File: src/logic/refmux_config.svh
// build-time sizes for the refmux bench subsystem
// include wherever the channel count or a width is needed
`ifndef REFMUX_CONFIG_SVH
`define REFMUX_CONFIG_SVH

////////////////////
// channel count

`define REFMUX_NUM_CHAN 4 // identical modulator channels

////////////////////
// widths

`define REFMUX_COUNT_WIDTH 24 // reset and fix phase lengths
`define REFMUX_PERIOD_WIDTH 16 // completed pos/neg periods, saturating

// register map, run mask lives at the top address
`define REFMUX_RUN_ADDR 4'hf

`endif

File: src/logic/refmux_pkg.sv
// shared types for the refmux modulator bench subsystem
// import inside module bodies, scoped names in port lists
`include "refmux_config.svh"

package refmux_pkg;

  ////////////////////
  // plain vectors

  typedef logic [`REFMUX_COUNT_WIDTH-1:0] clk_count_t; // phase length in clocks
  typedef logic [$clog2(`REFMUX_NUM_CHAN)-1:0] chan_idx_t; // channel select
  typedef logic [`REFMUX_PERIOD_WIDTH-1:0] period_count_t; // done periods
  typedef logic [3:0] cfg_addr_t; // 2k reset, 2k+1 fix, 15 run mask

  ////////////////////
  // encodings

  // switch codes, one bit per analog switch leg
  typedef enum logic [2:0] {
    REFMUX_NONE  = 3'b000, // both refs off, keeps the switching balanced
    REFMUX_POS   = 3'b001,
    REFMUX_NEG   = 3'b010,
    REFMUX_RESET = 3'b100  // integrator shorted
  } refmux_code_e;

  typedef enum logic [2:0] {
    IDLE,
    RESET_START,
    RESET,
    FIX_POS_START,
    FIX_POS,
    FIX_NEG_START,
    FIX_NEG
  } mod_state_e;

  ////////////////////
  // per channel bundles

  typedef struct packed {
    clk_count_t reset_count; // integrator reset length
    clk_count_t fix_count;   // each pos or neg phase
    logic       run;
  } chan_cfg_t;

  typedef struct packed {
    refmux_code_e refmux;      // current switch code
    logic [5:0]   monitor;     // {0, run, cmp neg, cmp pos, phase}
    logic         period_done; // last cycle of a neg phase
  } chan_status_t;

endpackage

File: src/logic/refmux_modulator.sv
// one refmux channel, integrator reset then alternating pos/neg fix phases
// counts come from cfg_i at each phase start, status goes to the collector
`timescale 1ns/1ps
`include "refmux_config.svh"

module refmux_modulator (
  input  logic                     clk,
  input  logic                     reset_i,
  input  refmux_pkg::chan_cfg_t    cfg_i,
  input  logic                     cmp_i,
  output refmux_pkg::chan_status_t status_o
);

  import refmux_pkg::*;

  ////////////////////
  // state

  mod_state_e   state_q;   // sequencer
  clk_count_t   count_q;   // phase down counter
  refmux_code_e code_q;    // registered switch code
  logic         cmp_pos_q; // comparator at end of last pos phase
  logic         cmp_neg_q; // comparator at end of last neg phase

  logic count_zero; // current phase ends this cycle or next start

  assign count_zero = (count_q == '0);

  ////////////////////
  // sequencer

  // the start state is the last cycle of the old code, so the
  // counter gets count-1 and the new code shows count+1 cycles
  always_ff @(posedge clk)
  begin
    if (reset_i)
    begin
      state_q   <= IDLE;
      count_q   <= '0;
      code_q    <= REFMUX_NONE;
      cmp_pos_q <= 1'b0;
      cmp_neg_q <= 1'b0;
    end
    else if (!cfg_i.run)
    begin
      // stop at once, both refs off
      state_q <= IDLE;
      code_q  <= REFMUX_NONE;
    end
    else
    begin
      case (state_q)

        IDLE:
          state_q <= RESET_START; // run just went high

        RESET_START:
        begin
          state_q   <= RESET;
          count_q   <= cfg_i.reset_count - 1'b1;
          code_q    <= REFMUX_RESET; // short the integrator
          cmp_pos_q <= 1'b0;         // fresh run, no samples yet
          cmp_neg_q <= 1'b0;
        end

        RESET:
        begin
          count_q <= count_q - 1'b1;
          if (count_zero)
            state_q <= FIX_POS_START;
        end

        FIX_POS_START:
        begin
          state_q <= FIX_POS;
          count_q <= cfg_i.fix_count - 1'b1;
          code_q  <= REFMUX_POS;
          // only a neg phase ending here gives a neg sample
          if (code_q == REFMUX_NEG)
            cmp_neg_q <= cmp_i;
        end

        FIX_POS:
        begin
          count_q <= count_q - 1'b1;
          if (count_zero)
            state_q <= FIX_NEG_START;
        end

        FIX_NEG_START:
        begin
          state_q   <= FIX_NEG;
          count_q   <= cfg_i.fix_count - 1'b1;
          code_q    <= REFMUX_NEG;
          cmp_pos_q <= cmp_i; // last cycle of the pos phase
        end

        FIX_NEG:
        begin
          count_q <= count_q - 1'b1;
          if (count_zero)
            state_q <= FIX_POS_START; // no 3-phase variant, back to pos
        end

        default:
        begin
          state_q <= IDLE;
          code_q  <= REFMUX_NONE;
        end

      endcase
    end
  end

  ////////////////////
  // status out

  assign status_o.refmux = code_q;

  // phase bits track the code, so idle and reset read 00
  assign status_o.monitor = {
    1'b0,                   // spare
    cfg_i.run,
    cmp_neg_q,
    cmp_pos_q,
    code_q == REFMUX_NEG,
    code_q == REFMUX_POS
  };

  // neg phase ends in the pos start state
  assign status_o.period_done = (state_q == FIX_POS_START) && (code_q == REFMUX_NEG);

endmodule

File: src/logic/refmux_monitor_collect.sv
// gathers channel status, counts finished periods per channel
// and registers the selected channel onto the monitor outputs
`timescale 1ns/1ps
`include "refmux_config.svh"

module refmux_monitor_collect (
  input  logic                                            clk,
  input  logic                                            reset_i,
  input  refmux_pkg::chan_status_t [`REFMUX_NUM_CHAN-1:0] status_i,
  input  refmux_pkg::chan_idx_t                           mon_sel_i,
  output logic [5:0]                                      monitor_o,
  output refmux_pkg::period_count_t                       period_count_o
);

  import refmux_pkg::*;

  localparam int MON_RUN_BIT = 4; // run flag inside the status monitor

  ////////////////////
  // per channel

  logic [`REFMUX_NUM_CHAN-1:0] run_q;      // last run level, edge detect
  period_count_t               period_q [`REFMUX_NUM_CHAN];
  logic [`REFMUX_NUM_CHAN-1:0] run_rise;   // channel restarted

  always_comb
  begin
    for (int k = 0; k < `REFMUX_NUM_CHAN; k++)
      run_rise[k] = status_i[k].monitor[MON_RUN_BIT] && !run_q[k];
  end

  always_ff @(posedge clk)
  begin
    if (reset_i)
    begin
      run_q <= '0;
      for (int k = 0; k < `REFMUX_NUM_CHAN; k++)
        period_q[k] <= '0;
    end
    else
    begin
      for (int k = 0; k < `REFMUX_NUM_CHAN; k++)
      begin
        run_q[k] <= status_i[k].monitor[MON_RUN_BIT];
        if (run_rise[k])
          period_q[k] <= '0; // new run, count from zero
        else if (status_i[k].period_done && (period_q[k] != '1))
          period_q[k] <= period_q[k] + 1'b1; // saturates at all ones
      end
    end
  end

  ////////////////////
  // selected channel out

  always_ff @(posedge clk)
  begin
    if (reset_i)
    begin
      monitor_o      <= '0;
      period_count_o <= '0;
    end
    else if (mon_sel_i < `REFMUX_NUM_CHAN)
    begin
      monitor_o      <= status_i[mon_sel_i].monitor;
      period_count_o <= period_q[mon_sel_i];
    end
    else
    begin
      monitor_o      <= '0; // no such channel
      period_count_o <= '0;
    end
  end

endmodule

File: src/logic/refmux_param_regs.sv
// count registers and run mask for all modulator channels
// loaded from a plain write strobe, one config struct out per channel
`timescale 1ns/1ps
`include "refmux_config.svh"

module refmux_param_regs (
  input  logic                                           clk,
  input  logic                                           reset_i,
  input  logic                                           cfg_we_i,
  input  refmux_pkg::cfg_addr_t                          cfg_addr_i,
  input  logic [`REFMUX_COUNT_WIDTH-1:0]                 cfg_wdata_i,
  output refmux_pkg::chan_cfg_t [`REFMUX_NUM_CHAN-1:0]   chan_cfg_o
);

  import refmux_pkg::*;

  ////////////////////
  // storage

  clk_count_t                 reset_count_q [`REFMUX_NUM_CHAN]; // per channel
  clk_count_t                 fix_count_q   [`REFMUX_NUM_CHAN];
  logic [`REFMUX_NUM_CHAN-1:0] run_q;                            // one bit per channel

  logic run_sel; // write hits the run mask

  assign run_sel = (cfg_addr_i == cfg_addr_t'(`REFMUX_RUN_ADDR));

  ////////////////////
  // write decode

  always_ff @(posedge clk)
  begin
    if (reset_i)
    begin
      // counts default to 1, the shortest legal phase
      for (int k = 0; k < `REFMUX_NUM_CHAN; k++)
      begin
        reset_count_q[k] <= clk_count_t'(1);
        fix_count_q[k]   <= clk_count_t'(1);
      end
      run_q <= '0; // all channels stopped
    end
    else if (cfg_we_i)
    begin
      if (run_sel)
      begin
        run_q <= cfg_wdata_i[`REFMUX_NUM_CHAN-1:0]; // low bits only
      end
      else
      begin
        // even address reset count, odd address fix count
        for (int k = 0; k < `REFMUX_NUM_CHAN; k++)
        begin
          if (cfg_addr_i == cfg_addr_t'(2 * k))
            reset_count_q[k] <= cfg_wdata_i;
          if (cfg_addr_i == cfg_addr_t'(2 * k + 1))
            fix_count_q[k] <= cfg_wdata_i;
        end
        // anything past the last channel falls through, ignored
      end
    end
  end

  ////////////////////
  // fan out

  always_comb
  begin
    for (int k = 0; k < `REFMUX_NUM_CHAN; k++)
    begin
      chan_cfg_o[k].reset_count = reset_count_q[k];
      chan_cfg_o[k].fix_count   = fix_count_q[k];
      chan_cfg_o[k].run         = run_q[k];
    end
  end

endmodule

File: src/logic/refmux_test_top.sv
// bench top for the refmux channels, register file, modulators, collector
// drive the write port, then watch refmux_o and the selected monitor
`timescale 1ns/1ps
`include "refmux_config.svh"

module refmux_test_top (
  input  logic                              clk,
  input  logic                              reset_i,
  input  logic                              cfg_we_i,
  input  refmux_pkg::cfg_addr_t             cfg_addr_i,
  input  logic [`REFMUX_COUNT_WIDTH-1:0]    cfg_wdata_i,
  input  logic [`REFMUX_NUM_CHAN-1:0]       cmp_i,     // one comparator per channel
  input  refmux_pkg::chan_idx_t             mon_sel_i,
  output logic [3*`REFMUX_NUM_CHAN-1:0]     refmux_o,  // channel k at [3k+2:3k]
  output logic [5:0]                        monitor_o,
  output refmux_pkg::period_count_t         period_count_o
);

  import refmux_pkg::*;

  chan_cfg_t    [`REFMUX_NUM_CHAN-1:0] chan_cfg;    // regs to modulators
  chan_status_t [`REFMUX_NUM_CHAN-1:0] chan_status; // modulators to collector

  ////////////////////
  // config

  refmux_param_regs u_param_regs (
    .clk         (clk),
    .reset_i     (reset_i),
    .cfg_we_i    (cfg_we_i),
    .cfg_addr_i  (cfg_addr_i),
    .cfg_wdata_i (cfg_wdata_i),
    .chan_cfg_o  (chan_cfg)
  );

  ////////////////////
  // channels

  for (genvar k = 0; k < `REFMUX_NUM_CHAN; k++)
  begin : g_chan
    refmux_modulator u_modulator (
      .clk      (clk),
      .reset_i  (reset_i),
      .cfg_i    (chan_cfg[k]),
      .cmp_i    (cmp_i[k]),
      .status_o (chan_status[k])
    );

    assign refmux_o[3*k +: 3] = chan_status[k].refmux; // pack codes
  end

  ////////////////////
  // monitor

  refmux_monitor_collect u_collect (
    .clk            (clk),
    .reset_i        (reset_i),
    .status_i       (chan_status),
    .mon_sel_i      (mon_sel_i),
    .monitor_o      (monitor_o),
    .period_count_o (period_count_o)
  );

endmodule

File: config.mk
export PLATFORM = sky130hd
export DESIGN_NAME = refmux_test_top
export DESIGN_NICKNAME = d
export VERILOG_FILES = /design/src/logic/refmux_pkg.sv /design/src/logic/refmux_modulator.sv /design/src/logic/refmux_monitor_collect.sv /design/src/logic/refmux_param_regs.sv /design/src/logic/refmux_test_top.sv
export VERILOG_INCLUDE_DIRS = /design/src /design/src/logic
export SDC_FILE = /design/constraint.sdc
export NUM_CORES = 1
export LEC_CHECK = 0
export BUFFER_PORTS_ARGS = -buffer_cell sky130_fd_sc_hd__buf_2
export CAP_MARGIN = 10
export CORE_MARGIN = 2
export CORE_UTILIZATION = 50
export CTS_CLUSTER_DIAMETER = 120
export DETAILED_ROUTE_END_ITERATION = 12
export GPL_ROUTABILITY_DRIVEN = 0
export PLACE_DENSITY = 0.66
export SLEW_MARGIN = 20
export SYNTH_ARGS = -nofsm -noshare
export SYNTH_HDL_FRONTEND = slang
export SYNTH_HIERARCHICAL = 1
export SYNTH_SLANG_ARGS = --single-unit
File: constraint.sdc
create_clock -name clk -period 3.7 [get_ports clk]
set_clock_uncertainty 0.2 [all_clocks]
set_input_delay 0.74 -clock clk [delete_from_list [all_inputs] [get_ports clk]]
set_output_delay 0.74 -clock clk [all_outputs]
set_load 0.03 [all_outputs]
==> reports/metrics.csv, run 1 <==
metric,value,unit
port_buffers,70,
drt_first_iter_violations,1334,
pin_count,71,
path_delay_family,simple AND/OR/NAND/NOR gates,
antenna_found_initial,8,
dp_slack,0.477,ns
endpoint_kind,register,
die_w,223,um
ys_seq_area_share,45.2,%
finalCoreUtilization,54.7,%
ys_ff_latch,414,
crit_chain,nand2b_1 > a21oi_1 > a211o_1 > nand4_2 > nor4b_4 > nand4_1 > a311oi_2,
yosysTopAreaCell,edfxtp_1,
cellLeakagePower,8.98,nW
htreeDepth,2,
netlist_top_cells_area,"edfxtp_1 32%, dfxtp_1 13%, and2_1 5.9%, a21oi_1 3.7%, nor2_1 3.3%",
min_period,3.30,ns
grt_pass1_vias,17000,
synth_most_common_cell,edfxtp_1,
final_max_slew_viol_count,0,
crit_path_top_delay_cell,nor4b_4,
synth_cell_types,71,
post_route_cells_drive_above_1_share,16.6,%
ys_top_cells_by_count,"256 x edfxtp_1, 227 x and2_1, 211 x nor2_1, 175 x a21oi_1, 158 x dfxtp_1",
worst_hold_path_type,in2reg,
synth-edff-count,256,
post_cts_buffers,0,
grt_usage,25.1,%
synthArstFlopShare,0,%
finalSetupViolCount,0,
wl_per_cell,21.2,um
cts-hold-fix-buffers,0,
cts_root_buffer,clkbuf_16,
cp.arrival,3.58,ns
cts_tree,yes,
syn_to_final_growth,8.51,%
wl,62900,um
numCtsBuffers,46,
ant_nets,0,
overflow,0,
viasPerCell,6.04,
drv_cap,0,
grt_start_max_net_pins,123,
syn_inst,2313,
rsz0062_at_grt,false,
setup_slack,0.398,ns
total_power,10.7,mW
grt_pass1_wl,97900,um
dpl.hpwl,44300,um
worstSetupStartpointType,register,
hold_viol_final,0,
cts.clk_slew.worst_paths,0.06,ns
synth_nets,2358,
period_share,89.2,%
die_height,223,um
ys_warn_count,6,
row_count,80,
num_vias,17900,
cts.sinks,414,
required,3.98,ns
drt_first_pass_iters,6,
netlist_area,24000,um2
clkLatencyLatePin,0.58,ns
peakVddDrop,0.523,mV
tightest_slew,0.871,ns
core-area,47500,um2
pwr_density_cell,410,nW/um2
synth.top_cell.area_share,32.1,%
syn_avg_cell_area,10.4,um2
crit_fanout,25,
clock_path_buffers,3,
ctsResizeCount,0,
fmax,0.303,GHz
worstSetupPathType,reg2reg,
nets,2354,
drc,0,
die_area,49700,um2
synth_ff_type,edfxtp_1,
fin_setup_tns,0,ns
initial_core_util,50.4,%
status,completed,
critPathMaxStageDelay,0.70,ns
cp_num_buf_inv,0,
slew_headroom,41.7,%
routing by layer:
layer	share of wire, %	up-vias	GRT usage, %	wire [um]
met5	0.075	-	0	47
met4	2.8	8	7.79	1760
met3	5.6	111	3.83	3530
met2	48	540	42.0	30200
met1	44	8688	33.5	27400
li1	-	8578	-	-
flip-flops by register name, indices dropped and copies added (netlist names), 6 cells and up:
name	count
u_collect/period_q	64
u_collect/period_count_o	16
u_collect/monitor_o	6
g_chan.u_modulator/code_q	12
u_param_regs/fix_count_q	96
g_chan.u_modulator/count_q	96
g_chan.u_modulator/state_q	12
u_param_regs/reset_count_q	96
path summary, 6_finish.rpt:
kind / from / end / slack (ns) / depth (start not counted)
hold reg to reg: g_chan[0].u_modulator/cmp_pos_q / g_chan[0].u_modulator/cmp_pos_q / 0.29 / 2
setup reg to reg: g_chan[1].u_modulator/state_q[1] / g_chan[1].u_modulator/count_q[22] / 0.40 / 7
hold / removal: cmp_i[2] / g_chan[2].u_modulator/cmp_neg_q / 0.24 / 3
setup / recovery: g_chan[1].u_modulator/state_q[1] / g_chan[1].u_modulator/count_q[22] / 0.40 / 7
cells in the final DEF (no fill, tap or decap), types with 49 or more instances in the layout:
master and count:
a211oi_1 52, a21oi_1 175, and2_1 227, buf_2 69, dfxtp_1 154, edfxtp_1 256, mux2i_1 64, nand2_1 71
nand2b_1 68, nand3_1 88, nand3b_1 53, nand4_1 49, nor2_1 211, xor2_1 64
metrics by stage:
| step | cell area (um2) | hold slack, ns | std cells |
|---|---|---|---|
| after detailed placement | 24500 | 0.277 | 2876 |
| after global routing | 26000 | 0.225 | 2962 |
| after floorplan | 24000 | 0.250 | 2313 |
| final | 26000 | 0.238 | 2966 |
| after CTS | 26000 | 0.206 | 2960 |
| after global placement | 24500 | 0.275 | 2876 |
report_power, final:
group          internal (mW)  switching (mW)
clock                   2.80            1.88
combinational          0.291           0.487
sequential              5.07           0.135
logic make-up after synthesis:
logic type               share of synthesized area, %
AND/OR/NAND/NOR                                  25.2
AO/OA/AOI/OAI                                    14.3
flip-flops                                       45.2
buffers and inverters                            4.78
multiplexers                                     6.61
XOR/XNOR                                         3.40
adder cells (fa/ha/maj)                         0.417
other                                          0.0626
layout make-up:
class	instances	area [um2]
repair buffers	109	696
inverters	30	113
flip-flops and latches	414	10900
fillers	4103	21500
well taps	615	769
multi-input cells	1708	12000
diodes	6	15.0
clock buffers	62	1290
clock inverters	22	243
tightest hold or removal path, stage by stage:
cell,delay [ns]
buf_2,0.10
a31oi_1,0.07
nor2_1,0.07
Power figures use the tool's default switching activity.
==> run 2, diff against run 1 <==
Settings changed: CORE_ASPECT_RATIO set to 1.1, SYNTH_HIERARCHICAL 1 to not set.
==> run 2 against run 1 <==
- synthesized area shrank 4.2%
- synthesized cell count grew 1.4%
- cell count grew 1.1%
- design area shrank 2.0%
- maximum frequency shrank 4.7%
- clock power shrank 1%
- critical path depth grew 2
==> reports/metrics.csv, run 2 <==
metric,value,unit,change
status,completed,,
synth.top_cell.area_share,33.5,%,+1.4 points
pwr_density_cell,412,nW/um2,+0.44%
finalCoreUtilization,56.1,%,+1.4 points
min_period,3.47,ns,+0.163 ns
peakVddDrop,0.305,mV,-42%
grt_usage,25.9,%,+0.83 points
cts.sinks,413,,-0.24%
reg_top3,"g_chan.u_modulator.count_q: 96 flops, u_param_regs.fix_count_q: 96 flops, u_param_regs.reset_count_q: 96 flops",,
grt_pass1_vias,17100,,+0.27%
setup_slack,0.234,ns,-0.163 ns
crit_path_top_delay_cell,or4_1,,
dpl.hpwl,43700,um,-1.3%
drc,0,,unchanged
yosysTopAreaCell,edfxtp_1,,
syn_to_final_growth,11.0,%,
worstSetupPathType,reg2reg,,
final_cell_mix,"275 x nor2_1, 256 x edfxtp_1, 216 x and2_1",,
cp.arrival,3.76,ns,+0.18 ns
total_power,10.5,mW,-1.6%
wl,62400,um,-0.74%
drt_first_pass_iters,5,,-1
dp_slack,0.127,ns,-0.350 ns
syn_avg_cell_area,9.80,um2,-5.5%
port_buffers,69,,-1.4%
post_route_cells_drive_above_1_share,14.5,%,-2.1 points
ys_seq_area_share,47.1,%,+1.9 points
ys_top_cells_by_count,"275 x nor2_1, 256 x edfxtp_1, 216 x and2_1, 157 x dfxtp_1, 142 x a21oi_1",,
drv_cap,0,,unchanged
synthAdderAreaFrac,0.436,%,+0.018 points
instances_no_fill,3000,,+1.1%
slew_headroom,45.5,%,+3.7 points
die_height,229,um,+2.6%
nets,2421,,+2.8%
pin_count,71,,unchanged
row_count,82,,+2.5%
initial_core_util,50.6,%,+0.11 points
hold_path.startpoint,cmp_i[0],,
synth-simple-area-share,23.5,%,-1.7 points
numCtsBuffers,45,,-2.2%
grt_start_max_net_pins,46,,-63%
synth-compound-area-share,15.0,%,+0.76 points
finalSetupViolCount,0,,unchanged
clock_path_buffers,3,,unchanged
path_delay_family,simple AND/OR/NAND/NOR gates,,
cp_num_buf_inv,1,,+1
pwr-share-comb,6.8,%,-0.5 points
post_synth_mux_area_share,6.22,%,-0.40 points
netlist_area,23000,um2,-4.2%
synth-edff-count,256,,unchanged
p_sw,2.41,mW,-3.6%
rsz0062_at_grt,false,,
die_area,47700,um2,-4.1%
cts_root_buffer,clkbuf_16,,
period_share,93.7,%,+4.4 points
worst_hold_path_type,in2reg,,
fin_setup_tns,0,ns,unchanged
p_seq_share,49.2,%,+0.4 points
synth_ff_type,edfxtp_1,,
timing.rr.end,g_chan[1].u_modulator.count_q[16],,
htreeDepth,2,,unchanged
antenna_found_initial,1,,-7
crit_fanout,11,,-56%
required,3.99,ns,about the same
synth_nets,2390,,+1.4%
endpoint_kind,register,,
num_vias,18200,,+1.8%
ant_nets,0,,unchanged
syn_inst,2345,,+1.4%
holdPathStages,3,,unchanged
synth_most_common_cell,nor2_1,,
switching_share,23.0,%,-0.48 points
cellLeakagePower,8.85,nW,-1.5%
r2r_start,g_chan[1].u_modulator.state_q[1],,
clockPowerShare,43.9,%,about the same
fmax,0.289,GHz,-4.7%
ys_ff_latch,413,,-0.24%
grt_pass1_wl,97600,um,-0.34%
worstRegToRegCells,9,,+2
worstSetupStartpointType,register,,
overflow,0,,unchanged
tightest_slew,0.818,ns,-0.0530 ns
synth_cell_types,74,,+4.2%
hold_viol_final,0,,unchanged
critPathMaxStageDelay,0.68,ns,-0.02 ns
ys_warn_count,0,,-6
cts_tree,yes,,
drt_first_iter_violations,1440,,+7.9%
synth_top_family_by_area,simple AND/OR/NAND/NOR gates,,
p_int,8.08,mW,-0.97%
viasPerCell,6.08,,+0.65%
core-area,45500,um2,-4.4%
synth-xor-area-share,3.55,%,+0.15 points
wl_per_cell,20.8,um,-1.9%
crit_chain,nand2_1 > o221a_2 > o22ai_1 > ha_1 > inv_1 > or4_1 > nor3_2 > nand4_1 > a311oi_1,,
place_inst,2917,,+1.4%
synthArstFlopShare,0,%,unchanged
die_w,208,um,-6.6%
final_max_slew_viol_count,0,,unchanged
netlist_top_cells_area,"edfxtp_1 33%, dfxtp_1 14%, and2_1 5.9%, nor2_1 4.5%, mux2i_1 4.0%",,
r2r_setup_slack,0.23,ns,-0.16 ns
hold_path_end,g_chan[0].u_modulator.cmp_neg_q,,
final_common_cell,nor2_1,,
clkLatencyLatePin,0.58,ns,about the same
cts.clk_slew.worst_paths,0.06,ns,about the same
-- run 2: changes by cell type in the layout (fill, tap and decap cells not counted), sizes merged, moves of 27 or more --
cell,before,now
a211oi,52,96
a21oi,175,142
o22ai,0,28
a221oi,40,10
nor2,230,275
buf,109,160
mux2,40,8
mux2i,64,91
-- run 2: final cells by class --
cell class                      count  area, um2
Tap cell                          588        736
Clock buffer                       65       1290
Clock inverter                     16        200
Inverter                           36        135
Multi-Input combinational cell   1720      11300
Fill cell                        3968      20000
Antenna cell                        2       5.00
Sequential cell                   413      10800
Timing Repair Buffer              160       1030
-- run 2: through the flow --
stage / cell area, um2 / hold WS [ns]
after CTS: 25500 / 0.205
after global routing: 25500 / 0.249
after floorplan: 23000 / 0.229
after global placement: 24000 / 0.240
after detailed placement: 24000 / 0.244
final: 25500 / 0.224
-- run 2: worst max path at each step --
stage                                           startpoint                                 to  slack, ns  cells past startpoint
after floorplan                              cfg_addr_i[3]   u_param_regs.reset_count_q[2][0]       0.18                      2
after global placement    g_chan[2].u_modulator.state_q[1]  g_chan[2].u_modulator.count_q[18]       0.30                      9
after detailed placement  g_chan[2].u_modulator.state_q[1]  g_chan[2].u_modulator.count_q[16]       0.13                      9
after CTS                 g_chan[2].u_modulator.state_q[1]  g_chan[2].u_modulator.count_q[18]       0.11                      9
after global routing      g_chan[2].u_modulator.state_q[1]  g_chan[2].u_modulator.count_q[18]      0.008                      9
final                     g_chan[1].u_modulator.state_q[1]  g_chan[1].u_modulator.count_q[16]       0.23                      9
-- run 2: worst min-delay path, delay by kind of cell --
kind,cells,cell delay [ns]
and+or+nand+nor,1,0.07
AOI/OAI and AO/OA,1,0.06
buffers and inverters,1,0.09
-- run 2: power groups by stage --
stage               sequential (mW)  combinational [mW]  clock, mW
detailed placement             5.26               0.710          0
CTS                            5.17               0.714       4.69
global route                   5.18               0.775       4.85
finish                         5.17               0.717       4.61
global placement               5.25               0.700          0
floorplan                      5.24               0.445          0
-- run 2: repair_timing --
item,in CTS,in global routing
endpoints found under the setup margin,0,4
setup buffers,0,0
hold buffers,0,0
resized for setup,0,1
-- run 2: cells by family after synthesis --
kind of cell,after synthesis
and+or+nand+nor,1005
AOI/OAI and AO/OA,495
DFF,413
buffers and inverters,212
muxes,118
xor gates and xnor gates,93
adders and majority gates,8
other,1
-- run 2: metal layers --
layer	vias to the layer above	global-route usage, %	share of wire (%)
met2	573	41.7	46
met3	137	3.49	6.1
met5	-	0	0
li1	8734	-	-
met4	0	11.4	4.2
met1	8804	35.0	43
